==> config.mk <==
export PLATFORM = sky130hd
export DESIGN_NAME = tcdm_fifo
export DESIGN_NICKNAME = d
export VERILOG_FILES = /design/src/source/tcdm_pkg.sv /design/src/source/fifo_pkg.sv /design/src/source/stream_fifo.sv /design/src/source/tcdm_fifo.sv
export SDC_FILE = /design/constraint.sdc
export NUM_CORES = 1
export LEC_CHECK = 0
export ABC_CLOCK_PERIOD_IN_PS = 7600
export BUFFER_PORTS_ARGS = -buffer_cell sky130_fd_sc_hd__buf_4
export CAP_MARGIN = 20
export CORE_MARGIN = 8
export CORE_UTILIZATION = 30
export DETAILED_ROUTE_END_ITERATION = 10
export GPL_ROUTABILITY_DRIVEN = 1
export GPL_TIMING_DRIVEN = 0
export SYNTH_ARGS = -nofsm -noshare
export SYNTH_HDL_FRONTEND = slang
export SYNTH_SLANG_ARGS = --single-unit
==> constraint.sdc <==
create_clock -name clk_i -period 7.6 [get_ports clk_i]
set_input_delay 0.38 -clock clk_i [delete_from_list [all_inputs] [get_ports clk_i]]
set_output_delay 0.38 -clock clk_i [all_outputs]
set_load 0.005 [all_outputs]
==> src/source/tcdm_pkg.sv <==
/*
  TCDM word interface types. Addresses are byte addresses and
  data is one 32-bit word. wen is active low, 0 means write.
*/
`default_nettype none

package tcdm_pkg;

  localparam int unsigned TCDM_ADDR_W = 32;           // Byte address width
  localparam int unsigned TCDM_DATA_W = 32;           // Word width
  localparam int unsigned TCDM_BE_W   = TCDM_DATA_W / 8; // One enable per byte

  typedef logic [TCDM_ADDR_W-1:0] tcdm_addr_t;
  typedef logic [TCDM_DATA_W-1:0] tcdm_data_t;
  typedef logic [TCDM_BE_W-1:0]   tcdm_be_t;

  // Outgoing queue payload, 69 bits
  typedef struct packed {
    tcdm_addr_t addr;
    tcdm_data_t data;
    tcdm_be_t   be;
    logic       wen;                                  // Low for write
  } tcdm_req_t;

endpackage

`default_nettype wire

==> src/source/fifo_pkg.sv <==
/*
  FIFO status flags shared by all queues of the design.
*/
`default_nettype none

package fifo_pkg;

  // Status as seen after the last clock edge
  typedef struct packed {
    logic empty;                                      // No entry stored
    logic full;                                       // No free slot
  } fifo_flags_t;

endpackage

`default_nettype wire

==> src/source/stream_fifo.sv <==
/*
  Single-clock valid/ready queue on a register array.
  FIFO_DEPTH must be a power of two, at least 2.
  push_ready_o is the registered not-full and never looks at the pop side.
*/
`timescale 1ns/1ps
`default_nettype none

module stream_fifo #(
  parameter int unsigned FIFO_DEPTH = 8,
  parameter type         payload_t  = logic [31:0]
) (
  input  logic                  clk_i,
  input  logic                  rst_ni,
  input  logic                  clear_i,
  input  logic                  push_valid_i,
  input  payload_t              push_data_i,
  output logic                  push_ready_o,
  output logic                  pop_valid_o,
  output payload_t              pop_data_o,
  input  logic                  pop_ready_i,
  output fifo_pkg::fifo_flags_t flags_o
);

  import fifo_pkg::*;

  localparam int unsigned PTR_W = $clog2(FIFO_DEPTH);
  localparam int unsigned CNT_W = $clog2(FIFO_DEPTH + 1);

  payload_t         mem_q [FIFO_DEPTH];             // Entry storage
  logic [PTR_W-1:0] wr_ptr_q;
  logic [PTR_W-1:0] rd_ptr_q;
  logic [CNT_W-1:0] count_q;                        // Entries held
  logic             push_en;
  logic             pop_en;
  fifo_flags_t      flags;

  // ####################
  // Status and handshakes
  assign flags.empty  = (count_q == '0);
  assign flags.full   = (count_q == CNT_W'(FIFO_DEPTH));
  assign flags_o      = flags;

  assign push_ready_o = ~flags.full;
  assign pop_valid_o  = ~flags.empty;
  assign pop_data_o   = mem_q[rd_ptr_q];            // Head of queue

  assign push_en      = push_valid_i & push_ready_o;
  assign pop_en       = pop_valid_o & pop_ready_i;

  // ####################
  // Pointers and occupancy
  always_ff @(posedge clk_i or negedge rst_ni)
  begin
    if (!rst_ni) begin
      wr_ptr_q <= '0;
      rd_ptr_q <= '0;
      count_q  <= '0;
    end else if (clear_i) begin
      wr_ptr_q <= '0;                               // Drop all entries
      rd_ptr_q <= '0;
      count_q  <= '0;
    end else begin
      if (push_en) wr_ptr_q <= wr_ptr_q + 1'b1;     // Wraps at depth
      if (pop_en)  rd_ptr_q <= rd_ptr_q + 1'b1;
      case ({push_en, pop_en})
        2'b10:   count_q <= count_q + 1'b1;
        2'b01:   count_q <= count_q - 1'b1;
        default: count_q <= count_q;                // Both or none
      endcase
    end
  end

  always_ff @(posedge clk_i)
  begin
    if (push_en) mem_q[wr_ptr_q] <= push_data_i;
  end

  // ####################
  // Checks
  a_push_stable: assert property (@(posedge clk_i) disable iff (!rst_ni || clear_i)
    (push_valid_i && !push_ready_o) |=> (!push_valid_i || $stable(push_data_i)))
    else $error("push data changed while waiting for ready");

  // Occupancy tracks the pointer distance
  a_count_ptrs: assert property (@(posedge clk_i) disable iff (!rst_ni)
    PTR_W'(count_q) == PTR_W'(wr_ptr_q - rd_ptr_q))
    else $error("queue occupancy does not match pointer distance");

endmodule

`default_nettype wire

==> src/source/tcdm_fifo.sv <==
/*
  Decouples a TCDM requester from a TCDM target with two queues.
  The target must answer each granted read exactly one cycle later.
  Responses leave only while ready_i is high. flags_o.empty ignores the
  holding register.
*/
`timescale 1ns/1ps
`default_nettype none

module tcdm_fifo #(
  parameter int unsigned FIFO_DEPTH = 8
) (
  input  logic                  clk_i,
  input  logic                  rst_ni,
  input  logic                  clear_i,
  output fifo_pkg::fifo_flags_t flags_o,
  input  logic                  ready_i,
  // Slave side
  input  logic                  req_i,
  output logic                  gnt_o,
  input  tcdm_pkg::tcdm_addr_t  addr_i,
  input  tcdm_pkg::tcdm_data_t  wdata_i,
  input  tcdm_pkg::tcdm_be_t    be_i,
  input  logic                  wen_i,
  output tcdm_pkg::tcdm_data_t  r_data_o,
  output logic                  r_valid_o,
  // Master side
  output logic                  mreq_o,
  input  logic                  mgnt_i,
  output tcdm_pkg::tcdm_addr_t  maddr_o,
  output tcdm_pkg::tcdm_data_t  mwdata_o,
  output tcdm_pkg::tcdm_be_t    mbe_o,
  output logic                  mwen_o,
  input  tcdm_pkg::tcdm_data_t  mr_data_i,
  input  logic                  mr_valid_i
);

  import tcdm_pkg::*;
  import fifo_pkg::*;

  fifo_flags_t flags_out;
  fifo_flags_t flags_in;
  tcdm_req_t   out_push_data;
  tcdm_req_t   out_pop_data;
  logic        out_pop_valid;
  logic        out_pop_ready;
  logic        in_push_valid;
  logic        in_push_ready;                       // Incoming not-full
  tcdm_data_t  in_push_data;
  logic        in_pop_valid;
  logic        hold_valid_q;
  tcdm_data_t  hold_data_q;                         // Parked response

  // ####################
  // Outgoing requests
  assign out_push_data = '{addr: addr_i, data: wdata_i, be: be_i, wen: wen_i};

  stream_fifo #(
    .FIFO_DEPTH ( FIFO_DEPTH ),
    .payload_t  ( tcdm_req_t )
  ) i_fifo_outgoing (
    .clk_i        ( clk_i         ),
    .rst_ni       ( rst_ni        ),
    .clear_i      ( clear_i       ),
    .push_valid_i ( req_i         ),
    .push_data_i  ( out_push_data ),
    .push_ready_o ( gnt_o         ),
    .pop_valid_o  ( out_pop_valid ),
    .pop_data_o   ( out_pop_data  ),
    .pop_ready_i  ( out_pop_ready ),
    .flags_o      ( flags_out     )
  );

  // Issue only with room for the answer
  assign mreq_o        = out_pop_valid & in_push_ready;
  assign out_pop_ready = mgnt_i & in_push_ready;    // Bank grants without req
  assign maddr_o       = out_pop_data.addr;
  assign mwdata_o      = out_pop_data.data;
  assign mbe_o         = out_pop_data.be;
  assign mwen_o        = out_pop_data.wen;

  // ####################
  // Incoming responses
  assign in_push_valid = mr_valid_i | hold_valid_q;
  assign in_push_data  = mr_valid_i ? mr_data_i : hold_data_q; // Live first

  always_ff @(posedge clk_i or negedge rst_ni)
  begin
    if (!rst_ni) begin
      hold_valid_q <= 1'b0;
    end else if (clear_i) begin
      hold_valid_q <= 1'b0;
    end else if (mr_valid_i && !in_push_ready) begin
      hold_valid_q <= 1'b1;                         // Queue full, park it
    end else if (!mr_valid_i && in_push_ready) begin
      hold_valid_q <= 1'b0;                         // Parked one pushed
    end
  end

  always_ff @(posedge clk_i)
  begin
    if (mr_valid_i && !in_push_ready) hold_data_q <= mr_data_i;
  end

  stream_fifo #(
    .FIFO_DEPTH ( FIFO_DEPTH  ),
    .payload_t  ( tcdm_data_t )
  ) i_fifo_incoming (
    .clk_i        ( clk_i         ),
    .rst_ni       ( rst_ni        ),
    .clear_i      ( clear_i       ),
    .push_valid_i ( in_push_valid ),
    .push_data_i  ( in_push_data  ),
    .push_ready_o ( in_push_ready ),
    .pop_valid_o  ( in_pop_valid  ),
    .pop_data_o   ( r_data_o      ),
    .pop_ready_i  ( ready_i       ),
    .flags_o      ( flags_in      )
  );

  assign r_valid_o     = in_pop_valid & ready_i;
  assign flags_o.empty = flags_out.empty & flags_in.empty;
  assign flags_o.full  = flags_out.full;

  // One parked response at most, relies on one-cycle target latency
  a_hold_no_overrun: assert property (@(posedge clk_i) disable iff (!rst_ni)
    mr_valid_i |-> !(hold_valid_q && !in_push_ready))
    else $error("response arrived with holding register and queue both full");

endmodule

`default_nettype wire

**Word level (Yosys, flattened, before mapping)**

Memories as Yosys holds them, arrays and structs flattened.
Cells that the tools add are included.

- Output and inout port bits: 106
- RAM bits: 808
- Bits in registers: 53
- Memories: 2

- Reduce and logical (&&, ||, !) cells: 12
- Mux-type cells: 20
- Equality and inequality tests: 6
- Add/sub/neg operators: 8
- Bitwise operators: 12

Memory list:

| name | depth | width | read ports | clocked after Yosys merged registers in | wr ports | RTL line | text |
|---|---|---|---|---|---|---|---|
| i_fifo_outgoing.mem_q | 8 | 69 | 1 | 0 | 1 | stream_fifo.sv:30 | `payload_t mem_q [FIFO_DEPTH];` |
| i_fifo_incoming.mem_q | 8 | 32 | 1 | 0 | 1 | stream_fifo.sv:30 |  |

Operators with widths:

| kind | number |
|---|---|
| $mux 32 | 1 |
| $mux 3 | 8 |
| $pmux 4 s2 | 2 |
| $add 3x1->3 const B | 4 |
| $reduce_bool 3->1 | 3 |
| $add 4x1->4 const B | 2 |
| $eq 4x4->1 const B | 2 |
| $logic_not 4->1 | 2 |
| $mux 4 | 2 |
| $reduce_bool 2->1 | 4 |
| $sub 4x1->4 const B | 2 |
| $and 1x1->1 | 7 |
| $mux 1 | 7 |
| $eq 2x1->1 const B | 2 |
| $eq 2x2->1 const B | 2 |
| $not 1->1 | 4 |
| $logic_and 1x1->1 | 2 |
| $logic_not 1->1 | 1 |
| $or 1x1->1 | 1 |

**Longest topological paths before layout**

Gate-level depths: netlist of the first run.

- Depth in word-level cells: 7
- Mapped depth: 11
- Gate-level depth less buffers: 9

**Hierarchy**

From an unflattened synthesis of the first run, not the netlist that was laid out.

- Cell total of the unflattened synthesis: 1401
- Area total of the unflattened synthesis: 33246.9 um^2

Modules (own cells, without submodules):

| module | instances | cells an instance | area an instance (um^2) |
|---|---|---|---|
| stream_fifo (i_fifo_outgoing) | 1 | 877 | 21406.8 |
| stream_fifo (i_fifo_incoming) | 1 | 445 | 10254.8 |
| tcdm_fifo | 1 | 79 | 1585.3 |

**Least setup slack after synthesis of the first run**

Ideal clock, no wire load.

- Kind: flip-flop to flip-flop
- Start: register i_fifo_outgoing.count_q[1]
- End: memory i_fifo_outgoing.mem_q[0][0] (netlist bit), enable pin
- Data required time: 7.019 ns
- Setup time: 0.581 ns
- Period minus slack after synthesis: 6.499 ns
- Path buffers: 2
- Setup slack: 1.101 ns
- Data arrival time: 5.918 ns
- Cell stages (with the launch flop): 7
- Path through: dfrtp_1 -> buf_2 -> or4b_1 -> clkbuf_1 -> nand2_1 -> or2_2 -> nor3_1

- Word-level cells in the longest chain between the ends: 5

RTL lines:

| what | RTL line | text |
|---|---|---|
| start: declaration | stream_fifo.sv:33 | `logic [CNT_W-1:0] count_q;` |
| start signal: assignment | stream_fifo.sv:67 | `2'b10: count_q <= count_q + 1'b1;` |
| start signal: assignment | stream_fifo.sv:68 | `2'b01: count_q <= count_q - 1'b1;` |
| start signal: assignment | stream_fifo.sv:69 | `default: count_q <= count_q;` |
| $eq 4x4->1 | stream_fifo.sv:41 | `assign flags.full = (count_q == CNT_W'(FIFO_DEPTH));` |
| $not 1->1 | stream_fifo.sv:44 | `assign push_ready_o = ~flags.full;` |
| via gnt_o | tcdm_fifo.sv:20 | `output logic gnt_o,` |
| $and 1x1->1 | stream_fifo.sv:48 | `assign push_en = push_valid_i & push_ready_o;` |
| $mux 1 | stream_fifo.sv:76 | `if (push_en) mem_q[wr_ptr_q] <= push_data_i;` |
| $mux 1 (not written as such) | stream_fifo.sv:76 |  |
| end: declaration | stream_fifo.sv:30 |  |

The timed path passes the listed nets, and every way through them passes these cells.

**Worst setup path in the final report of the first run**

- Start: register i_fifo_outgoing.rd_ptr_q[0]
- End: output mwdata_o[4]

- Word-level cells in the longest chain between the ends: 1

RTL lines:

| what | RTL line | text |
|---|---|---|
| start: declaration | stream_fifo.sv:32 | `logic [PTR_W-1:0] rd_ptr_q;` |
| start signal: assignment | stream_fifo.sv:65 | `if (pop_en) rd_ptr_q <= rd_ptr_q + 1'b1;` |
| $mem_v2 8x69 | - |  |
| end: declaration | tcdm_fifo.sv:31 | `output tcdm_pkg::tcdm_data_t mwdata_o,` |

Every way passes these cells.

==> results of run 1 <==
## placed cells by master, fill, tap and decap left out, types with 8 or more instances in the layout
cell	instances
edfxtp_1	840
buf_4	212
mux4_2	202
mux2_2	133
dlygate4sd3_1	102
clkbuf_16	91
clkbuf_1	60
buf_6	24
dfrtp_1	21
buf_12	21
buf_2	19
nand2_1	19
clkinv_1	17
nor2_1	14
clkinv_2	14
nor2_4	12
bufinv_16	11
buf_1	9
a21oi_1	9
nand3_1	8
ha_1	8
buf_8	8
## state kept, by name, indices dropped and copies added (netlist names)
signal and flops:
i_fifo_outgoing.mem_q 552, i_fifo_outgoing.rd_ptr_q 3, i_fifo_incoming.rd_ptr_q 3, hold_data_q 32, i_fifo_outgoing.count_q 4, i_fifo_incoming.count_q 4
hold_valid_q 1, i_fifo_outgoing.wr_ptr_q 3, i_fifo_incoming.wr_ptr_q 3, i_fifo_incoming.mem_q 256
## cell usage after synthesis (all sizes together), types with 2 or more instances
cell type  instances
mux4             202
dfrtp             21
buf               31
mux2             135
nand4              2
inv                5
xor2               7
a21o               2
a211o              2
clkbuf            39
or3                2
edfxtp           840
nor2              26
or2                3
ha                 8
mux2i              3
a21oi             10
a31oi              3
nor2b              3
nand3              9
or4                2
or4b               2
and2               2
nand2b             4
o21ai              7
nand3b             2
nor3               7
nand2             19
## worst paths after layout
path	cells past startpoint	slack, ns	to	start
setup / recovery	6	3.82	mwdata_o[4]	i_fifo_outgoing.rd_ptr_q[0]$_DFFE_PN0P_
hold / removal	4	0.08	i_fifo_outgoing.count_q[1]$_DFFE_PN0P_	clear_i
setup reg to reg	10	4.21	i_fifo_outgoing.mem_q[0][8]$_DFFE_PP_	i_fifo_outgoing.count_q[1]$_DFFE_PN0P_
hold reg to reg	2	0.55	hold_valid_q$_DFFE_PN0P_	hold_valid_q$_DFFE_PN0P_
max in group asynchronous	2	7.08	i_fifo_incoming.rd_ptr_q[2]$_DFFE_PN0P_	rst_ni
min in group asynchronous	2	0.24	i_fifo_outgoing.wr_ptr_q[2]$_DFFE_PN0P_	rst_ni
## where the power goes
group	switching [W]	internal (W)	total (W)
registers	0.0000803	0.00551	0.00559
logic	0.00123	0.00129	0.00252
clock network	0.00183	0.00261	0.00444
## critical path, stage by stage (launching register included)
cell	delay, ns
dfrtp_1	0.36
clkbuf_1	0.23
clkbuf_1	0.55
buf_2	0.53
mux4_2	0.55
mux2_2	0.35
buf_4	0.16
## metal layers
metal,vias to the layer above,wire (um)
met2,462,38700
met5,-,65
met1,8373,32500
met4,10,1430
met3,116,5740
li1,6921,-
## repair_timing
item	in CTS	in global routing
hold endpoints to repair	605	0
setup buffers	0	0
hold buffers	102	0
## layout make-up
cell class	count	area, sq um
Tap cell	1488	1860
Sequential cell	861	25700
Fill cell	9892	68500
Antenna cell	6	15.0
Clock buffer	114	2380
Inverter	5	18.8
Buffer	70	309
Clock inverter	53	612
Multi-Input combinational cell	476	7110
Timing Repair Buffer	368	3500
## kinds of logic after synthesis
kind of cell | count (synthesis) | share of synthesized area
xor gates and xnor gates | 8 | 0.00212
DFF | 861 | 0.779
muxes | 340 | 0.185
and+or+nand+nor | 87 | 0.0141
buffers and inverters | 75 | 0.00991
AOI/OAI and AO/OA | 33 | 0.00779
adders and majority gates | 8 | 0.00303
## per-stage QoR
stage	utilization	hold WS, ns	cell area, sq um	TNS, ns
after global placement	0.332	0.294	36500	-1048.41
after floorplan	-	0.0844	33100	0
final	0.378	0.0777	41600	0
after detailed placement	0.341	0.308	37500	0
after global routing	0.378	0.0639	41600	0
after CTS	0.377	0.0195	41500	0
==> results_dict.tcl, run 1 <==
set metrics [dict create \
    yosys_warnings 0 \
    critPathRequiredTime_ns 7.22 \
    async_flop_share 0.0244 \
    yosysSeqAreaShare 0.779 \
    port_buffers 212 \
    hp-class "in2reg" \
    hpwlAfterDp_mm 50.5 \
    gp_congestion 0.736 \
    via_per_inst 4.62 \
    dp_cells 3164 \
    power_leakage_nw 13.3 \
    drtIter0Drc 1282 \
    grt_use_met2 0.214 \
    rows 122 \
    maxCapViolCount 0 \
    peakVddDrop_uv 194 \
    synth_nets 1528 \
    synthTopCellsByArea "edfxtp_1 76%, mux4_2 14%, mux2_2 4.5%" \
    overflow 0 \
    grt.met3_usage 0.0396 \
    fin_crit_ns 3.78 \
    place_ws_ns 4.18 \
    die_h_um 348 \
    cts_buffer_depth 3 \
    route.final.wire_length_mm 78.4 \
    synth-edff-count 840 \
    syn2layout_area_growth_pct 25.6 \
    initial_core_util 0.301 \
    skew_ns 0.0415 \
    setup_slack_ns 3.82 \
    cp-end-kind "output port" \
    clkTransAtPathRegs_ns 0.06 \
    cts_tree "yes" \
    grt_pass1_vias 17200 \
    drv_slew 0 \
    max_freq_mhz 264 \
    synth-seq-cells 861 \
    ios 214 \
    synth_cell_type_count 52 \
    synth.top_cell.area_share 0.763 \
    antenna_found_initial 13 \
    slew_headroom 0.340 \
    h-tree-depth 3 \
    grt_use_total 0.127 \
    cts.sinks 861 \
    critical_path_class "reg2out" \
    grt_util_met1 0.161 \
    min_period_over_period 0.498 \
    layout-drive-gt1-share 0.402 \
    wire_per_inst_um 22.8 \
    cts-resized-gates 0 \
    synth-main-ff-cell "edfxtp_1" \
    synth_top_cell_by_area "edfxtp_1" \
    fin_cells 3441 \
    cts_buffers 90 \
    status "complete, no violations" \
    cp-start-kind "register" \
    critPathMaxFanout 10 \
    worstPathArrival_ns 3.40 \
    netlist_instances 1412 \
    root_buffer "clkbuf_16" \
    netlist_area_sq_mm 0.0331 \
    final_nets 1988 \
    grt_max_degree 30 \
    dieArea_sq_mm 0.121 \
    grt.busiest_layer "met2" \
    finalPower_w 0.0126 \
    grt_pass1_wl_mm 115 \
    first_pass_iters 5 \
    drc 0 \
    clk_latency_ns 0.68 \
    rsz0062_at_grt "no" \
    setup_viol 0 \
    core_area_sq_mm 0.110 \
    antenna_left 0 \
    hold_viol 0 \
    vias 15900 \
    die_x_um 348 \
    p_per_area_mw_per_mm2 302 \
    worst_slew_pin_slew_ns 0.991 \
    avgSynthCellArea_sq_um 23.4 \
]
Note: power is estimated with default switching activity, not from simulation.
==> run 2: changes to the inputs <==
Settings changed: ABC_CLOCK_PERIOD_IN_PS 7600 to 3700.
Clock period 7.6 ns to 3.7 ns, I/O delays scaled along.
==> run 2 against run 1 <==
Final cell count rose by 0.32%. Non-clock buffer count fell by 1. Routed wire length rose by 1.2%. Highest routed layer unchanged. Final area rose by 0.89%. Via count rose by 0.74%. Worst setup slack got worse by 3.6 ns. Flip-flop and latch count did not move. Die area did not move. Sequential power rose by 110%. Core utilization rose by 0.34 points. Global-route usage rose by 0.19 points. Count of clock-buffer cells in the layout fell by 7. Critical path type unchanged.
==> results_dict.tcl, run 2 (synthesis gave the netlist of run 1 again) <==
set metrics [dict create \
    antenna_left 0 \
    grt.busiest_layer "met2" \
    vias 16000 \
    final_nets 1992 \
    largest-register "i_fifo_outgoing.mem_q" \
    route.final.wire_length_mm 79.3 \
    grt_use_total 0.129 \
    final_common_cell "edfxtp_1" \
    worst_slew_pin_slew_ns 1.00 \
    p_per_area_mw_per_mm2 627 \
    gp_congestion 0.752 \
    hpwlAfterDp_mm 50.8 \
    critPathRequiredTime_ns 3.51 \
    fin_tns_setup_ns 0 \
    grt_use_met2 0.215 \
    drc 0 \
    root_buffer "clkbuf_16" \
    port_buffers 212 \
    rsz0062_at_grt "no" \
    antenna_found_initial 16 \
    clkTransAtPathRegs_ns 0.06 \
    overflow 0 \
    syn2layout_area_growth_pct 26.8 \
    max_freq_mhz 287 \
    die_h_um 348 \
    first_pass_iters 5 \
    grt_max_degree 25 \
    cts_buffer_depth 3 \
    worstPathArrival_ns 3.30 \
    fin_crit_ns 3.49 \
    critical_path_class "reg2out" \
    dieArea_sq_mm 0.121 \
    cts_tree "yes" \
    grt_util_met1 0.165 \
    power_leakage_nw 13.5 \
    grt_pass1_wl_mm 117 \
    cts.sinks 861 \
    ios 214 \
    skew_ns 0.0341 \
    cp-start-kind "register" \
    maxCapViolCount 0 \
    h-tree-depth 3 \
    reg_top3 "i_fifo_outgoing.mem_q (552), i_fifo_incoming.mem_q (256), hold_data_q (32)" \
    largest_reg_flops 552 \
    finalPower_w 0.0263 \
    slew_headroom 0.333 \
    hold_viol 0 \
    drtIter0Drc 1057 \
    setup_viol 0 \
    hold_ws_ns 0.0869 \
    layout-drive-gt1-share 0.407 \
    final_cell_mix "840 x edfxtp_1, 212 x buf_4, 202 x mux4_2" \
    drv_slew 0 \
    wire_per_inst_um 23.0 \
    critPathMaxFanout 10 \
    cts_buffers 95 \
    status "complete, no violations" \
    hp-class "in2reg" \
    via_per_inst 4.63 \
    die_x_um 348 \
    peakVddDrop_uv 485 \
    rows 122 \
    grt.met3_usage 0.0375 \
    cp-end-kind "output port" \
    post_cts_buffers 0 \
    core_area_sq_mm 0.110 \
    clk_latency_ns 0.69 \
    grt_pass1_vias 17400 \
    min_period_over_period 0.942 \
    initial_core_util 0.301 \
]
## run 2: routing by layer
layer	part of all wire	vias to the layer above	wire length [um]
met5	0.00079	-	63
met4	0.021	10	1670
met3	0.074	110	5870
met2	0.49	505	38700
met1	0.42	8454	33000
li1	-	6920	-
## run 2: what timing repair did
action / CTS / global route
pin swaps: 0 / 0
endpoints found under the setup margin: 22 / 3
endpoints found under the hold margin: 873 / 0
gates resized for setup: 3 / 3
hold buffers: 108 / 0
## run 2: worst paths after layout
| check | from | end | slack, ns | cells past startpoint |
|---|---|---|---|---|
| worst max-delay path | i_fifo_outgoing.rd_ptr_q[1]$_DFFE_PN0P_ | mwdata_o[21] | 0.21 | 5 |
| worst min-delay path | req_i | i_fifo_outgoing.count_q[1]$_DFFE_PN0P_ | 0.09 | 4 |
| worst max register to register | i_fifo_outgoing.count_q[1]$_DFFE_PN0P_ | i_fifo_outgoing.mem_q[6][31]$_DFFE_PP_ | 0.28 | 9 |
| worst min register to register | hold_valid_q$_DFFE_PN0P_ | hold_valid_q$_DFFE_PN0P_ | 0.55 | 2 |
| max in group asynchronous | rst_ni | i_fifo_incoming.count_q[2]$_DFFE_PN0P_ | 1.84 | 4 |
| min in group asynchronous | rst_ni | i_fifo_outgoing.wr_ptr_q[0]$_DFFE_PN0P_ | 0.62 | 3 |
## run 2: report_power, final
| group | internal (W) | switching, W |
|---|---|---|
| Sequential | 0.0113 | 0.000165 |
| Combinational | 0.00270 | 0.00255 |
| Clock | 0.00555 | 0.00397 |
## run 2: cell type report
type                    count  area (sq um)
clock buffers             107          2420
clock inverters            65           761
flip-flops and latches    861         25700
plain buffers              70           319
well taps                1488          1860
diodes                     13          32.5
multi-input cells         476          7120
fillers                  9886         68100
repair buffers            367          3640
inverters                   5          18.8
## run 2: worst max-delay path, cell delays in order (launching register included)
cell,delay [ns]
dfrtp_1,0.42
clkbuf_1,0.61
clkbuf_1,0.71
mux4_2,0.42
mux2_2,0.28
buf_4,0.17
## run 2: metrics by stage
step                      cells  utilization  instance area (sq um)  worst slack, ns
after detailed placement   3159        0.342                  37600            0.260
final                      3452        0.381                  41900            0.215
after global routing       3446        0.381                  41900           0.0158
after global placement     3112        0.332                  36500            -4.86
after CTS                  3439        0.381                  41900           0.0436
after floorplan            1412            -                  33100           -0.941
